<file path="src/source/bus_pkg.sv">
package bus_pkg;

	// Caravel wishbone master side
	localparam int ADDR_W = 28;
	localparam int DATA_W = 32;
	localparam int SEL_W = DATA_W / 8;

	// Slave-local word address, the bits below the slave index
	localparam int OFFSET_W = 24;

	// Cycles from an accepted strobe to its ack or error
	localparam int RESP_LATENCY = 1;

	// Slave index in the top address bits
	// All other codes are unmapped and answered with error
	typedef enum logic [ADDR_W-OFFSET_W-1:0] {
		CORE0_MEM = 4'd0,
		CORE1_MEM = 4'd1,
		VIDEO_MEM = 4'd2
	} slave_e;

endpackage

</file>
<file path="src/source/wb_interconnect.sv">
`timescale 1ns/1ps

module wb_interconnect (
	input  logic wb_clk_i,
	input  logic rst_n_i,

	// Caravel master
	input  logic master_cyc_i,
	input  logic master_stb_i,
	input  logic master_we_i,
	input  logic [bus_pkg::SEL_W-1:0] master_sel_i,
	input  logic [bus_pkg::ADDR_W-1:0] master_adr_i,
	input  logic [bus_pkg::DATA_W-1:0] master_data_i,
	output logic master_ack_o,
	output logic master_error_o,
	output logic [bus_pkg::DATA_W-1:0] master_data_o,

	// Shared by all slaves
	output logic slave_cyc_o,
	output logic slave_we_o,
	output logic [bus_pkg::SEL_W-1:0] slave_sel_o,
	output logic [bus_pkg::OFFSET_W-1:0] slave_adr_o,
	output logic [bus_pkg::DATA_W-1:0] slave_data_o,

	// Per slave strobe and response
	output logic core0_stb_o,
	output logic core1_stb_o,
	output logic video_stb_o,
	input  logic core0_ack_i,
	input  logic [bus_pkg::DATA_W-1:0] core0_data_i,
	input  logic core1_ack_i,
	input  logic [bus_pkg::DATA_W-1:0] core1_data_i,
	input  logic video_ack_i,
	input  logic [bus_pkg::DATA_W-1:0] video_data_i
);

	bus_pkg::slave_e slave_index;
	bus_pkg::slave_e resp_slave_q;
	logic access;
	logic unmapped;
	logic error_q;

	assign access = master_cyc_i && master_stb_i;
	assign slave_index = bus_pkg::slave_e'(master_adr_i[bus_pkg::ADDR_W-1:bus_pkg::OFFSET_W]);
	assign unmapped = !(slave_index inside {bus_pkg::CORE0_MEM, bus_pkg::CORE1_MEM,
		bus_pkg::VIDEO_MEM});

	assign slave_cyc_o = master_cyc_i;
	assign slave_we_o = master_we_i;
	assign slave_sel_o = master_sel_i;
	assign slave_adr_o = master_adr_i[bus_pkg::OFFSET_W-1:0];
	assign slave_data_o = master_data_i;

	// Only the addressed slave sees the strobe
	assign core0_stb_o = master_stb_i && slave_index == bus_pkg::CORE0_MEM;
	assign core1_stb_o = master_stb_i && slave_index == bus_pkg::CORE1_MEM;
	assign video_stb_o = master_stb_i && slave_index == bus_pkg::VIDEO_MEM;

	always_ff @(posedge wb_clk_i) begin
		if (!rst_n_i) begin
			resp_slave_q <= bus_pkg::CORE0_MEM;
			error_q <= 1'b0;
		end else begin
			resp_slave_q <= slave_index;
			error_q <= access && unmapped;
		end
	end

	// Response comes from whichever slave was strobed last cycle
	always_comb begin
		case (resp_slave_q)
			bus_pkg::CORE0_MEM: begin
				master_ack_o = core0_ack_i;
				master_data_o = core0_data_i;
			end
			bus_pkg::CORE1_MEM: begin
				master_ack_o = core1_ack_i;
				master_data_o = core1_data_i;
			end
			bus_pkg::VIDEO_MEM: begin
				master_ack_o = video_ack_i;
				master_data_o = video_data_i;
			end
			default: begin
				master_ack_o = 1'b0;
				master_data_o = '0;
			end
		endcase
	end

	assign master_error_o = error_q;

endmodule

</file>
<file path="config.mk">
export PLATFORM = sky130hd
export DESIGN_NAME = wb_interconnect
export DESIGN_NICKNAME = d
export VERILOG_FILES = /design/src/source/bus_pkg.sv /design/src/source/wb_interconnect.sv
export SDC_FILE = /design/constraint.sdc
export NUM_CORES = 1
export LEC_CHECK = 0
export BUFFER_PORTS_ARGS = -buffer_cell sky130_fd_sc_hd__buf_2
export CORE_AREA = 2 2 104 106
export DETAILED_ROUTE_END_ITERATION = 7
export DIE_AREA = 0 0 106 108
export PLACE_DENSITY_LB_ADDON = 0.25
export SLEW_MARGIN = 20
export SYNTH_ARGS = -nofsm -noshare
export SYNTH_HDL_FRONTEND = slang
export SYNTH_SLANG_ARGS = --single-unit
export TNS_END_PERCENT = 1
</file>
<file path="constraint.sdc">
create_clock -name wb_clk_i -period 1.2 [get_ports wb_clk_i]
set_input_delay 0.12 -clock wb_clk_i [delete_from_list [all_inputs] [get_ports wb_clk_i]]
set_output_delay 0.12 -clock wb_clk_i [all_outputs]
set_load 0.005 [all_outputs]
</file>
==> flow_summary.ini <==
[outcome]
outcome = finished, violations left
violations = setup timing

[logic_synthesis]
ys_seq_area_frac = 0.07339
synth-seq-cells = 5
syn_inst = 157
yosys.area_share.simple = 0.06789
synth_area_um2 = 1364
synthMuxAreaShare = 0.2422
synth.distinct_cells = 16
syn_area_per_cell_um2 = 8.687
synth_top_family_by_area = buffers and inverters
syn_nets = 325
ys_warn_count = 0
synth_compound_gate_area_share = 0.2174
synth_fa_ha_area_frac = 0
synth-xor-area-share = 0

[route]
wirelength_mm = 4.997
drt-pass1-iter-count = 3
drc = 0
wl_met1_mm = 1.633
route.met3.wl_um = 697
viasPerCell = 3.923
postRouteAntennaNets = 0
dr_wl_met2_mm = 2.520
routedWlPerCell_um = 13.22
topRoutingLayerUsed = met4
initialDrtViolationCount = 24
vias = 1483

[worst_setup_path]
cp_max_fo = 23
cp.required_ps = 1080
end_kind = output port
cp-start-kind = flop
critical_path_arrival_ps = 1430
criticalPathCategory = flop to output port

[die]
rows = 37
die_h_um = 108
core-area_um2 = 10230
die_area_um2 = 11450
num_io_pins = 267
die_w_um = 106
start_util = 0.1333

[final_layout]
utilization = 0.2088
area_growth_syn_to_layout_pct = 56.61
seq_area_um2 = 102.6
drive_gt1_frac = 0.8099
stdcell_count = 378
diodes = 0
fillers = 1128
multi_input_area_um2 = 937.1
nets = 411

[timing]
min_period_ps = 1549
setup_ws_ps = -349.4
setup_viol = 33
worst_pin_slew_ps = 217.0
timing.fmax_ghz = 0.6454
timing_hold_violations_final = 0
period_share = 1.291
drv_slew = 0
slew_headroom = 0.8512
rsz0062_at_grt = yes
fin_tns_setup_ps = -10610

[placement]
gp_congestion = 0.6358
port_buffers = 144
pre_cts_ws_ps = -271.5
dp_cells = 372
dp_hpwl_mm = 4.232

[pwr]
p_per_area_nw_per_um2 = 550.7
power_w = 0.001176
p_leak_nw = 1.016
peakVddDrop_mv = 0.3340

[clock_network]
cts_buffers = 3
cts.sinks = 5
postCtsHoldBufs = 0
clockBufferDepth = 2
cts_tree = built
clock-root-buffer = clkbuf_8
h-tree-depth = 1
clk_pin_slew_ps = 30

[global_routing]
gr-total-overflow = 0
grt_max_degree = 24
grt_pass1_vias = 1405
antenna_found_initial = 0
grt_first_pass_wirelength_mm = 6.893
grt_use_total = 0.07573

[min_path]
hold_depth = 2
hp-class = primary input to flop

[run]
max_cap_viol_count = 0
[worst paths after layout]
kind                                    from                          to  slack [ps]
setup / recovery  resp_slave_q[1]$_SDFF_PN0_           master_data_o[30]        -350
hold / removal              master_adr_i[26]  resp_slave_q[2]$_SDFF_PN0_         150
[layer usage]
layer,global-route usage,vias up
met4,0.03008,0
li1,-,682
met5,0,-
met3,0.02773,28
met1,0.07122,642
met2,0.1484,131
[layout make-up]
type | instances | area share
Multi-Input combinational cell | 79 | 0.4388
Timing Repair Buffer | 154 | 0.4124
Tap cell | 136 | 0.07967
Sequential cell | 5 | 0.04804
Clock buffer | 4 | 0.02109
[placed cells by master (no fill, tap or decap)]
master,Yosys,final
or3_4,0,1
buf_4,62,2
nor4b_4,1,1
and2_1,4,4
or3b_4,0,1
nand3_1,1,1
clkbuf_8,0,3
dfxtp_1,5,3
nor2_1,1,1
buf_6,4,2
o2bb2ai_1,33,1
buf_2,6,144
clkbuf_1,1,1
buf_8,0,1
o2bb2ai_2,0,32
buf_16,0,1
mux2i_1,33,33
buf_12,0,4
nor3_1,1,1
dfxtp_2,0,2
a211oi_1,1,1
nor3b_2,0,2
[stage by stage]
step                area, um2  hold slack (ps)
CTS                      2111            136.9
global placement         2011            240.0
global route             2136            160.2
finish                   2136            145.6
detailed placement       2011            240.0
floorplan                1572            241.7
[worst max-delay path, stage by stage, from the launching register on]
cell	delay (ps)
dfxtp_1	300
or3_4	420
buf_12	180
o2bb2ai_2	160
buf_2	130
[sequential cells by signal (all words and copies together) (netlist names)]
name            count
master_error_o      1
resp_slave_q        4
[synth_stat cells, drive strengths merged]
master   number  area, um2
o2bb2ai      33      289.0
nor3          1      5.000
and2          4      25.02
clkbuf        1      3.750
a211oi        1      7.510
nand3         1      5.000
buf          72      540.5
dfxtp         5      100.1
mux2i        33      330.3
nor3b         2      15.01
or3b          1      8.760
nor4b         1      23.77
or3           1      6.260
nor2          1      3.750
[power breakdown]
group / switching [W] / internal (W)
clock network: 0.0000751 / 0.000227
logic: 0.000302 / 0.000387
registers: 0.00000744 / 0.000177
[cells by family after synthesis]
family	after synthesis
muxes	33
AOI/OAI and AO/OA	34
DFF	5
and+or+nand+nor	12
buffers and inverters	73
[timing repair]
item,in CTS,in global routing
gates cloned,1,0
buffers inserted,1,0
gates resized for setup,6,6
pin swaps,1,0
setup endpoints to repair,34,36
Power figures use the tool's default switching activity.
